**config.mk**
```make
export PLATFORM = sky130hd
export DESIGN_NAME = rob_dispatch
export DESIGN_NICKNAME = d
export VERILOG_FILES = /design/src/rob_pkg.sv /design/src/rob_dispatch.sv
export SDC_FILE = /design/constraint.sdc
export NUM_CORES = 1
export LEC_CHECK = 0
export BUFFER_PORTS_ARGS = -buffer_cell sky130_fd_sc_hd__buf_2
export CAP_MARGIN = 10
export CORE_UTILIZATION = 39
export DETAILED_ROUTE_END_ITERATION = 10
export PLACE_DENSITY_LB_ADDON = 0.15
export SYNTH_ARGS = -nofsm -noshare
export SYNTH_HDL_FRONTEND = slang
export SYNTH_SLANG_ARGS = --single-unit
```
**constraint.sdc**
```tcl
create_clock -name clk -period 2.3 [get_ports clk]
set_input_delay 0.23 -clock clk [delete_from_list [all_inputs] [get_ports clk]]
set_output_delay 0.23 -clock clk [all_outputs]
set_load 0.02 [all_outputs]
```
**src/rob_pkg.sv**
```systemverilog
`default_nettype none

package rob_pkg;

    // Major opcodes and funct7 seen by the decoder
    localparam logic [6:0] opc_reg       = 7'b0110011; // R-type, shared by mul and div
    localparam logic [6:0] opc_branch    = 7'b1100011;
    localparam logic [6:0] opc_store     = 7'b0100011;
    localparam logic [6:0] funct7_muldiv = 7'b0000001; // M extension

    typedef enum logic [2:0] {
        op_alu    = 3'd0,
        op_mul    = 3'd1,
        op_div    = 3'd2,
        op_branch = 3'd3,
        op_store  = 3'd4
    } opcode_e;

    typedef struct packed {
        logic        valid;     // Low for a bubble
        opcode_e     opcode;
        logic        reg_write;
        logic [4:0]  dest;      // rd field
        logic [31:0] pc;
        logic [31:0] instr;
    } dispatch_t;

    typedef struct packed {
        logic        valid;
        logic        ready;     // Result has arrived
        logic        reg_write;
        logic        is_branch;
        logic [4:0]  dest;
        logic [31:0] value;     // Result, or target for a branch
        logic [31:0] pc;        // Tag used by completions
        logic [31:0] instr;
    } rob_entry_t;

    typedef struct packed {
        logic        done;      // One-cycle strobe
        logic [31:0] value;
        logic [31:0] pc;
    } exec_result_t;

    typedef struct packed {
        logic        taken;     // One-cycle strobe
        logic [31:0] branch_pc;
        logic [31:0] target;
    } redirect_t;

    typedef struct packed {
        logic        valid;     // High for one cycle per retirement
        logic        reg_write;
        logic        is_branch;
        logic [4:0]  dest;
        logic [31:0] value;
        logic [31:0] pc;
    } commit_t;

endpackage

`default_nettype wire

```
**src/rob_dispatch.sv**
```systemverilog
`default_nettype none

module rob_dispatch (
    input  wire logic          clk,
    input  wire logic          rst,
    input  wire logic [31:0]   instr,
    input  wire logic [31:0]   pc,
    output rob_pkg::dispatch_t disp
);

    logic [6:0]         major;
    logic [2:0]         funct3;
    logic [6:0]         funct7;
    logic [4:0]         rd;
    logic               not_bubble;
    logic               writes_rd;
    rob_pkg::opcode_e   op_class;
    rob_pkg::dispatch_t disp_next;

    assign major      = instr[6:0];
    assign funct3     = instr[14:12];
    assign funct7     = instr[31:25];
    assign rd         = instr[11:7];
    assign not_bubble = |instr; // All-zero word is a bubble

    // Instruction class from the major opcode
    always_comb begin
        if (major == rob_pkg::opc_reg && funct7 == rob_pkg::funct7_muldiv) begin
            if (funct3 < 3'd4) begin
                op_class = rob_pkg::op_mul; // mul, mulh, mulhsu, mulhu
            end else begin
                op_class = rob_pkg::op_div; // div, divu, rem, remu
            end
        end else if (major == rob_pkg::opc_branch) begin
            op_class = rob_pkg::op_branch;
        end else if (major == rob_pkg::opc_store) begin
            op_class = rob_pkg::op_store;
        end else begin
            op_class = rob_pkg::op_alu;
        end
    end

    // Branches and stores never write a register, nor does rd = x0
    assign writes_rd = (op_class != rob_pkg::op_branch)
                    && (op_class != rob_pkg::op_store)
                    && (rd != 5'd0);

    always_comb begin
        disp_next.valid     = not_bubble;
        disp_next.opcode    = op_class;
        disp_next.reg_write = not_bubble && writes_rd;
        disp_next.dest      = rd;
        disp_next.pc        = pc;
        disp_next.instr     = instr;
    end

    // One-cycle register stage towards the buffer
    always_ff @(posedge clk or posedge rst) begin
        if (rst) begin
            disp <= '0;
        end else begin
            disp <= disp_next;
        end
    end

endmodule

`default_nettype wire

```
==> results_dict.tcl <==
set metrics [dict create \
    fillers 372 \
    ys_warn_count 0 \
    crit_required_ns 2.07 \
    num_vias 1396 \
    ir_drop_mv 0.6024 \
    area_delta_synth_final_pct 59.65 \
    p_sw_frac 0.2383 \
    fin_setup_tns_ns 0 \
    cts_setup_buffers 0 \
    synth_top_area_frac 0.8938 \
    core-area_um2 4755 \
    clkPwrFrac 0.343 \
    crit_path_start_kind "register" \
    outcome "complete, no violations" \
    drv_slew 0 \
    critical_path_buf_inv_count 1 \
    synth_cells 97 \
    groute.layer.met3.usage 0.05972 \
    syn_area_per_cell_um2 19.92 \
    synth_nets 163 \
    slew_headroom 0.6878 \
    cp.arrival_ns 0.87 \
    nets 333 \
    rsz0062_at_grt "no" \
    core.rowCount 25 \
    max_freq_ghz 0.9070 \
    p_leak_nw 1.576 \
    fin_crit_ns 1.103 \
    clock_sinks 69 \
    antenna_found_initial 0 \
    critPathKind "reg2out" \
    worstPathCellList "buf_2" \
    numPortBuffers 139 \
    slowest_delay_ns 0.39 \
    clockBufferDepth 2 \
    reg.largest.list "disp (69)" \
    diodes 0 \
    seq_area_frac_synth 0.8938 \
    start_util 0.4063 \
    die_area_um2 5239 \
    cp_slowest_cell "dfrtp_1" \
    cp_top_family "flip-flops" \
    grt_max_degree 39 \
    power_frac_seq 0.538 \
    layout-drive-gt1-share 0.5815 \
    combPwrFrac 0.118 \
    grt_pass1_vias 1340 \
    setup_violations 0 \
    worst_pin_slew_ns 0.4640 \
    antenna_left 0 \
    drt-total-wl_um 4558 \
    critPathMaxFanout 2 \
    p_int_mw 1.820 \
    drt_iter0_drc 57 \
    total_power_mw 2.390 \
    grt_pass1_wl_um 6520 \
    io_pins 140 \
    avgViaCountPerCell 4.142 \
    regMostFlops "disp" \
    first_pass_iters 4 \
    worst_setup_path_end_kind "primary output" \
    post-dp-hpwl_um 3249 \
    route.detailed.drc 0 \
    hold_viol_final 0 \
    grt_overflow_total 0 \
    finalCritPeriodShare 0.4794 \
    p_switching_mw 0.5694 \
    wl_per_cell_um 13.53 \
    cts-root-buf "clkbuf_8" \
    cts_hold_buffers 20 \
    htreeDepth 3 \
    routabilityCongestion 0.7545 \
    use_met2 0.2762 \
    power.density_nw_per_um2 774.8 \
    use_met1 0.2032 \
    synth.distinct_cells 13 \
    fp.dieH_um 72.38 \
    synthTopCellsByArea "dfrtp_1 (89%), nor4_4 (2.2%), buf_4 (1.9%), nand4_1 (1.6%), nor4_1 (1.3%)" \
    seq_area_um2 1727 \
    top_usage_layer "met2" \
    multiInputGateArea_um2 163.9 \
    cts_buffers 9 \
    min_path_type "in2reg" \
    ys_ff_latch 69 \
    largest_reg_flops 69 \
    syn_area_um2 1932 \
    cts_tree "built" \
    hold_slack_ns 0.01239 \
    drv_cap 0 \
    grt_use_total 0.1746 \
    netlist.top_cell.by_area "dfrtp_1" \
    post-route-util 0.6487 \
    die_w_um 72.38 \
    clkTransAtPathRegs_ns 0.07 \
    cts_resized 0 \
]
-- per-layer routing --
layer / wire length (um) / share of wire
met5: 0 / 0
met4: 116 / 0.025
met3: 403 / 0.088
met1: 1811 / 0.40
met2: 2228 / 0.49
-- cell type report --
cell class / instances / share of cell area
timing repair buffer: 164 / 0.3051
multi-input combinational: 22 / 0.05314
clock inverter: 2 / 0.003245
clock buffer: 12 / 0.05030
tap: 67 / 0.02718
inverter: 1 / 0.001217
sequential: 69 / 0.5598
-- power by group through the flow --
stage,sequential (mW),combinational [mW],clock (mW)
5_1_grt,1.29,0.306,0.897
4_1_cts,1.29,0.282,0.851
6_report,1.29,0.283,0.821
2_1_floorplan,1.39,0.0384,0
3_3_place_gp,1.31,0.252,0
3_5_place_dp,1.31,0.255,0
-- layout by cell type, fill, tap and decap left out --
cell type        n
clkinv_2         2
or3_1            2
buf_4            2
buf_2          139
nor4b_1          1
nor3_1           2
inv_2            1
a21oi_1          2
dlygate4sd3_1   23
clkbuf_8        11
nor2_1           2
or2b_1           1
nor4_1           4
a2bb2oi_1        1
clkbuf_1         1
dfrtp_1         69
nor4_4           2
nand4_1          5
-- per-stage QoR --
| step | area (um^2) | setup WS, ns | instances |
|---|---|---|---|
| finish | 3084 | 1.197 | 337 |
| floorplan | 1932 | 0.3301 | 97 |
| CTS | 3054 | 1.175 | 334 |
| global route | 3084 | 1.162 | 337 |
| global placement | 2689 | 0.9193 | 300 |
| detailed placement | 2689 | 0.9154 | 300 |
-- Yosys cell counts --
cell type	count
a21oi_1	2
a2bb2oi_1	1
buf_4	5
dfrtp_1	69
inv_1	1
nand4_1	5
nor2_1	2
nor3_1	2
nor4_1	4
nor4_4	2
nor4b_1	1
or2b_1	1
or3_1	2
-- cells by family (layout without fill, tap and decap cells) --
logic type / after synthesis / in the layout / share of synthesized area
flip-flops: 69 / 69 / 0.8938
AO/OA/AOI/OAI: 3 / 3 / 0.009716
buffers and inverters: 6 / 179 / 0.02137
AND/OR/NAND/NOR: 19 / 19 / 0.07513
-- path summary, 6_finish.rpt --
check                      depth (start not counted)  slack [ns]  startpoint        to
min in group asynchronous                          4        0.53         rst  disp[32]
setup / recovery                                   1        1.20    disp[66]  disp[66]
hold / removal                                     1        0.01      pc[26]  disp[58]
max in group asynchronous                          4        1.40         rst  disp[25]
(Power assumes the default switching activity.)
