<file path="src/rob_pkg.sv">
`default_nettype none

package rob_pkg;

    // Major opcodes and funct7 seen by the decoder
    localparam logic [6:0] opc_reg       = 7'b0110011; // R-type, shared by mul and div
    localparam logic [6:0] opc_branch    = 7'b1100011;
    localparam logic [6:0] opc_store     = 7'b0100011;
    localparam logic [6:0] funct7_muldiv = 7'b0000001; // M extension

    typedef enum logic [2:0] {
        op_alu    = 3'd0,
        op_mul    = 3'd1,
        op_div    = 3'd2,
        op_branch = 3'd3,
        op_store  = 3'd4
    } opcode_e;

    typedef struct packed {
        logic        valid;     // Low for a bubble
        opcode_e     opcode;
        logic        reg_write;
        logic [4:0]  dest;      // rd field
        logic [31:0] pc;
        logic [31:0] instr;
    } dispatch_t;

    typedef struct packed {
        logic        valid;
        logic        ready;     // Result has arrived
        logic        reg_write;
        logic        is_branch;
        logic [4:0]  dest;
        logic [31:0] value;     // Result, or target for a branch
        logic [31:0] pc;        // Tag used by completions
        logic [31:0] instr;
    } rob_entry_t;

    typedef struct packed {
        logic        done;      // One-cycle strobe
        logic [31:0] value;
        logic [31:0] pc;
    } exec_result_t;

    typedef struct packed {
        logic        taken;     // One-cycle strobe
        logic [31:0] branch_pc;
        logic [31:0] target;
    } redirect_t;

    typedef struct packed {
        logic        valid;     // High for one cycle per retirement
        logic        reg_write;
        logic        is_branch;
        logic [4:0]  dest;
        logic [31:0] value;
        logic [31:0] pc;
    } commit_t;

endpackage

`default_nettype wire

</file>
<file path="src/rob_commit.sv">
`default_nettype none

module rob_commit (
    input  wire logic                clk,
    input  wire logic                rst,
    input  wire rob_pkg::rob_entry_t head_entry,
    input  wire logic                retire,
    input  wire logic [4:0]          rd_addr,
    output rob_pkg::commit_t         commit,
    output logic [31:0]              rd_data
);

    logic [31:0] regs [1:31]; // x0 is not stored
    logic        wr_en;

    // Write only for a retiring entry with a real destination
    assign wr_en = retire && head_entry.reg_write && (head_entry.dest != 5'd0);

    // Architectural register file
    always_ff @(posedge clk or posedge rst) begin
        if (rst) begin
            for (int i = 1; i < 32; i++) begin
                regs[i] <= 32'd0;
            end
        end else if (wr_en) begin
            regs[head_entry.dest] <= head_entry.value;
        end
    end

    // Commit report, valid for one cycle per retirement
    always_ff @(posedge clk or posedge rst) begin
        if (rst) begin
            commit <= '0;
        end else begin
            commit.valid <= retire;
            if (retire) begin
                commit.reg_write <= head_entry.reg_write;
                commit.is_branch <= head_entry.is_branch;
                commit.dest      <= head_entry.dest;
                commit.value     <= head_entry.value;
                commit.pc        <= head_entry.pc;
            end
        end
    end

    // Combinational read port
    always_comb begin
        if (rd_addr == 5'd0) begin
            rd_data = 32'd0; // Hardwired zero
        end else begin
            rd_data = regs[rd_addr];
        end
    end

endmodule

`default_nettype wire

</file>
<file path="config.mk">
export PLATFORM = sky130hd
export DESIGN_NAME = rob_commit
export DESIGN_NICKNAME = d
export VERILOG_FILES = /design/src/rob_pkg.sv /design/src/rob_commit.sv
export SDC_FILE = /design/constraint.sdc
export NUM_CORES = 2
export LEC_CHECK = 0
export ABC_AREA = 1
export BUFFER_PORTS_ARGS = -buffer_cell sky130_fd_sc_hd__buf_2
export CAP_MARGIN = 10
export CORE_MARGIN = 2
export CORE_UTILIZATION = 65
export CTS_BUF_LIST = sky130_fd_sc_hd__clkbuf_2 sky130_fd_sc_hd__clkbuf_4 sky130_fd_sc_hd__clkbuf_8
export DETAILED_ROUTE_END_ITERATION = 8
export HOLD_SLACK_MARGIN = 0.02
export MAX_ROUTING_LAYER = met4
export PLACE_DENSITY = 0.84
export SLEW_MARGIN = 15
export SYNTH_ARGS = -nofsm -noshare
export SYNTH_HDL_FRONTEND = slang
export SYNTH_SLANG_ARGS = --single-unit
</file>
<file path="constraint.sdc">
create_clock -name clk -period 90.9 [get_ports clk]
set_input_delay 13.635 -clock clk [delete_from_list [all_inputs] [get_ports clk]]
set_output_delay 13.635 -clock clk [all_outputs]
set_load 0.01 [all_outputs]
</file>
==> results.json <==
{
  "firstDrtPassIters": 6,
  "crit_chain": "buf_8 -> inv_8 -> nor2_4 -> buf_4 -> nand2_1 -> nand3_1 -> nand3_1 -> nand2_1 -> nand2_1 -> nand2_1 -> buf_2",
  "critPathRequiredTime_ns": 77.26,
  "die-area_sq_um": 76900,
  "p_leak_nw": 25.9,
  "switching_share_pct": 28.1,
  "rr_worst_depth": 2,
  "gp_congestion": 0.817,
  "drv_slew": 0,
  "slowest_delay_ns": 0.85,
  "layout_common_cells": "nand2_1 (2223), dfrtp_1 (1064), o21ai_0 (1028), nand3_1 (705), inv_1 (519)",
  "grt_pass1_vias": 40600,
  "cts_max_level": 4,
  "syn_inst": 6246,
  "core_sq_um": 74200,
  "slew_headroom_pct": 18.2,
  "crit_path_max_fanout": 130,
  "crit_path_end_kind": "output port",
  "power_density_nw_per_um2": 21.8,
  "drive_above_1_share_pct": 9.36,
  "drc_errors": 0,
  "clock_path_buffers": 3,
  "cp_top_family": "buffers and inverters",
  "grt_overflow_total": 0,
  "root_buffer": "clkbuf_8",
  "ys_seq_elements": 1064,
  "maxCapViolCount": 0,
  "arrival_ns": 17.62,
  "r2r_end": "commit[41]",
  "syn_avg_cell_area_sq_um": 7.77,
  "hold_end": "commit[2]",
  "p_sw_uw": 326,
  "instances_no_fill": 7270,
  "drtIter0Drc": 5748,
  "port_buffers": 182,
  "seq_area_frac_synth_pct": 54.8,
  "hold_viol": 0,
  "holdPathStages": 2,
  "critPathLaunchType": "input pin",
  "crit_buf_inv": 4,
  "cts.sinks": 1064,
  "final_common_cell": "nand2_1",
  "totalWireLength_um": 142000,
  "fin_crit_sh_pct": 34.4,
  "internal-power_uw": 833,
  "rows": 100,
  "avgViaCountPerCell": 5.92,
  "seqPwrFrac_pct": 48.9,
  "grt_pass1_wl_um": 223000,
  "die_x_um": 277,
  "cp_num_cells": 11,
  "timing.rr.start": "commit[41]",
  "finalSetupViolCount": 0,
  "synth_area_sq_um": 48600,
  "ant_nets": 0,
  "grt_setup_unrepaired": "no",
  "wire_per_inst_um": 19.5,
  "dp_cells": 6960,
  "cpMaxStageDelayCell": "buf_4",
  "crit_top_cell": "nand2_1",
  "area_growth_pct": 9.36,
  "cts_buffers": 171,
  "ys_warn_count": 0,
  "crit_type": "in2out",
  "skew_ns": 0,
  "antenna_found_initial": 9,
  "cts.hold.buffers_added": 0,
  "r2r_slack_ns": 90.02,
  "grt_usage_pct": 38.3,
  "hold_class": "reg2reg",
  "dp_hpwl_um": 73500,
  "vias": 43000,
  "worstSkewPairLatency_ns": 0.84,
  "setup_tns_ns": 0,
  "synthesis.nets": 6359,
  "max_freq_mhz": 32.0,
  "ys_types": 18,
  "status": "completed",
  "clockPowerShare_pct": 38.3,
  "cts_tree": "yes",
  "die_h_um": 277,
  "hp-start": "commit[2]",
  "max-vdd-ir-drop_uv": 15.9,
  "crit_path_start": "rd_addr[0]",
  "postCtsSetupRepairBufs": 0,
  "cts_resized": 0,
  "initial_utilization_pct": 65.4,
  "worstMarginPinSlew_ns": 1.23,
  "grt_max_degree": 186,
  "path_clk_slew_ns": 0.06,
  "nets": 6277,
  "io_pins": 217,
  "period_minus_slack_ns": 31.26,
  "combPwrFrac_pct": 12.8
}
## how the worst max path moves through the flow
stage             endpoint  slack (ns)
2_1_floorplan    commit[0]       47.31
3_3_place_gp   rd_data[10]       59.91
3_5_place_dp   rd_data[20]       59.87
4_1_cts        rd_data[20]       59.87
5_1_grt        rd_data[20]       59.60
6_report       rd_data[14]       59.64
## cell families after synthesis
kind of cell | share of synthesized area [%]
AOI/OAI and AO/OA | 11.9
buffers and inverters | 8.02
DFF | 54.8
and+or+nand+nor | 25.2
## power groups by stage
stage          clock network (mW)  registers [mW]  logic, mW
4_1_cts                     0.446           0.566      0.147
2_1_floorplan                   0           0.569      0.107
3_3_place_gp                    0           0.570      0.140
6_report                    0.444           0.567      0.148
3_5_place_dp                    0           0.573      0.146
5_1_grt                     0.468           0.573      0.171
## layer usage
layer | GRT usage [%] | up-vias | part of all wire [%]
met5 | - | - | 0
met4 | 18.8 | 0 | 4.6
met3 | 7.39 | 477 | 11
met2 | 57.5 | 2498 | 45
met1 | 50.4 | 20400 | 39
li1 | - | 19700 | -
## registers in the layout (all words and copies together) (netlist names)
name and flops:
regs 992, commit 72
## stage by stage
stage | total power [mW] | hold slack, ns | setup slack, ns | utilization, % | instance area (sq um)
2_1_floorplan | 0.676 | 0.453 | 47.31 | - | 48600
5_1_grt | 1.21 | 0.492 | 59.60 | 71.6 | 53100
3_5_place_dp | 0.719 | 0.453 | 59.87 | 66.5 | 49300
3_3_place_gp | 0.710 | 0.450 | 59.91 | 66.5 | 49300
4_1_cts | 1.16 | 0.468 | 59.87 | 71.5 | 53100
6_report | 1.16 | 0.465 | 59.64 | 71.6 | 53100
## worst min-delay path: stages, from the launching register on
cell     delay, ns
dfrtp_1       0.34
nand2_1       0.05
nand2_1       0.04
## layout make-up
class / count / area [sq um]
Antenna cell: 5 / 12.5
Clock buffer: 277 / 3430
Clock inverter: 28 / 308
Fill cell: 5743 / 21100
Inverter: 525 / 2000
Multi-Input combinational cell: 4161 / 18100
Sequential cell: 1064 / 26600
Tap cell: 969 / 1210
Timing Repair Buffer: 241 / 1450
## synthesized netlist by cell type
cell	number	area, sq um
a21oi_1	128	641
nand2_1	2230	8370
clkinv_1	1	3.75
buf_2	50	250
or2_2	1	6.26
nor2_1	34	128
nand2_2	24	150
nor2_2	2	12.5
clkbuf_1	420	1580
inv_1	522	1960
nor3_2	1	10.0
inv_2	2	7.51
o21ai_0	1028	5140
nor3_1	7	35.0
dfrtp_1	1064	26600
buf_1	26	97.6
o21bai_1	1	7.51
nand3_1	705	3530
(Power assumes the default switching activity.)
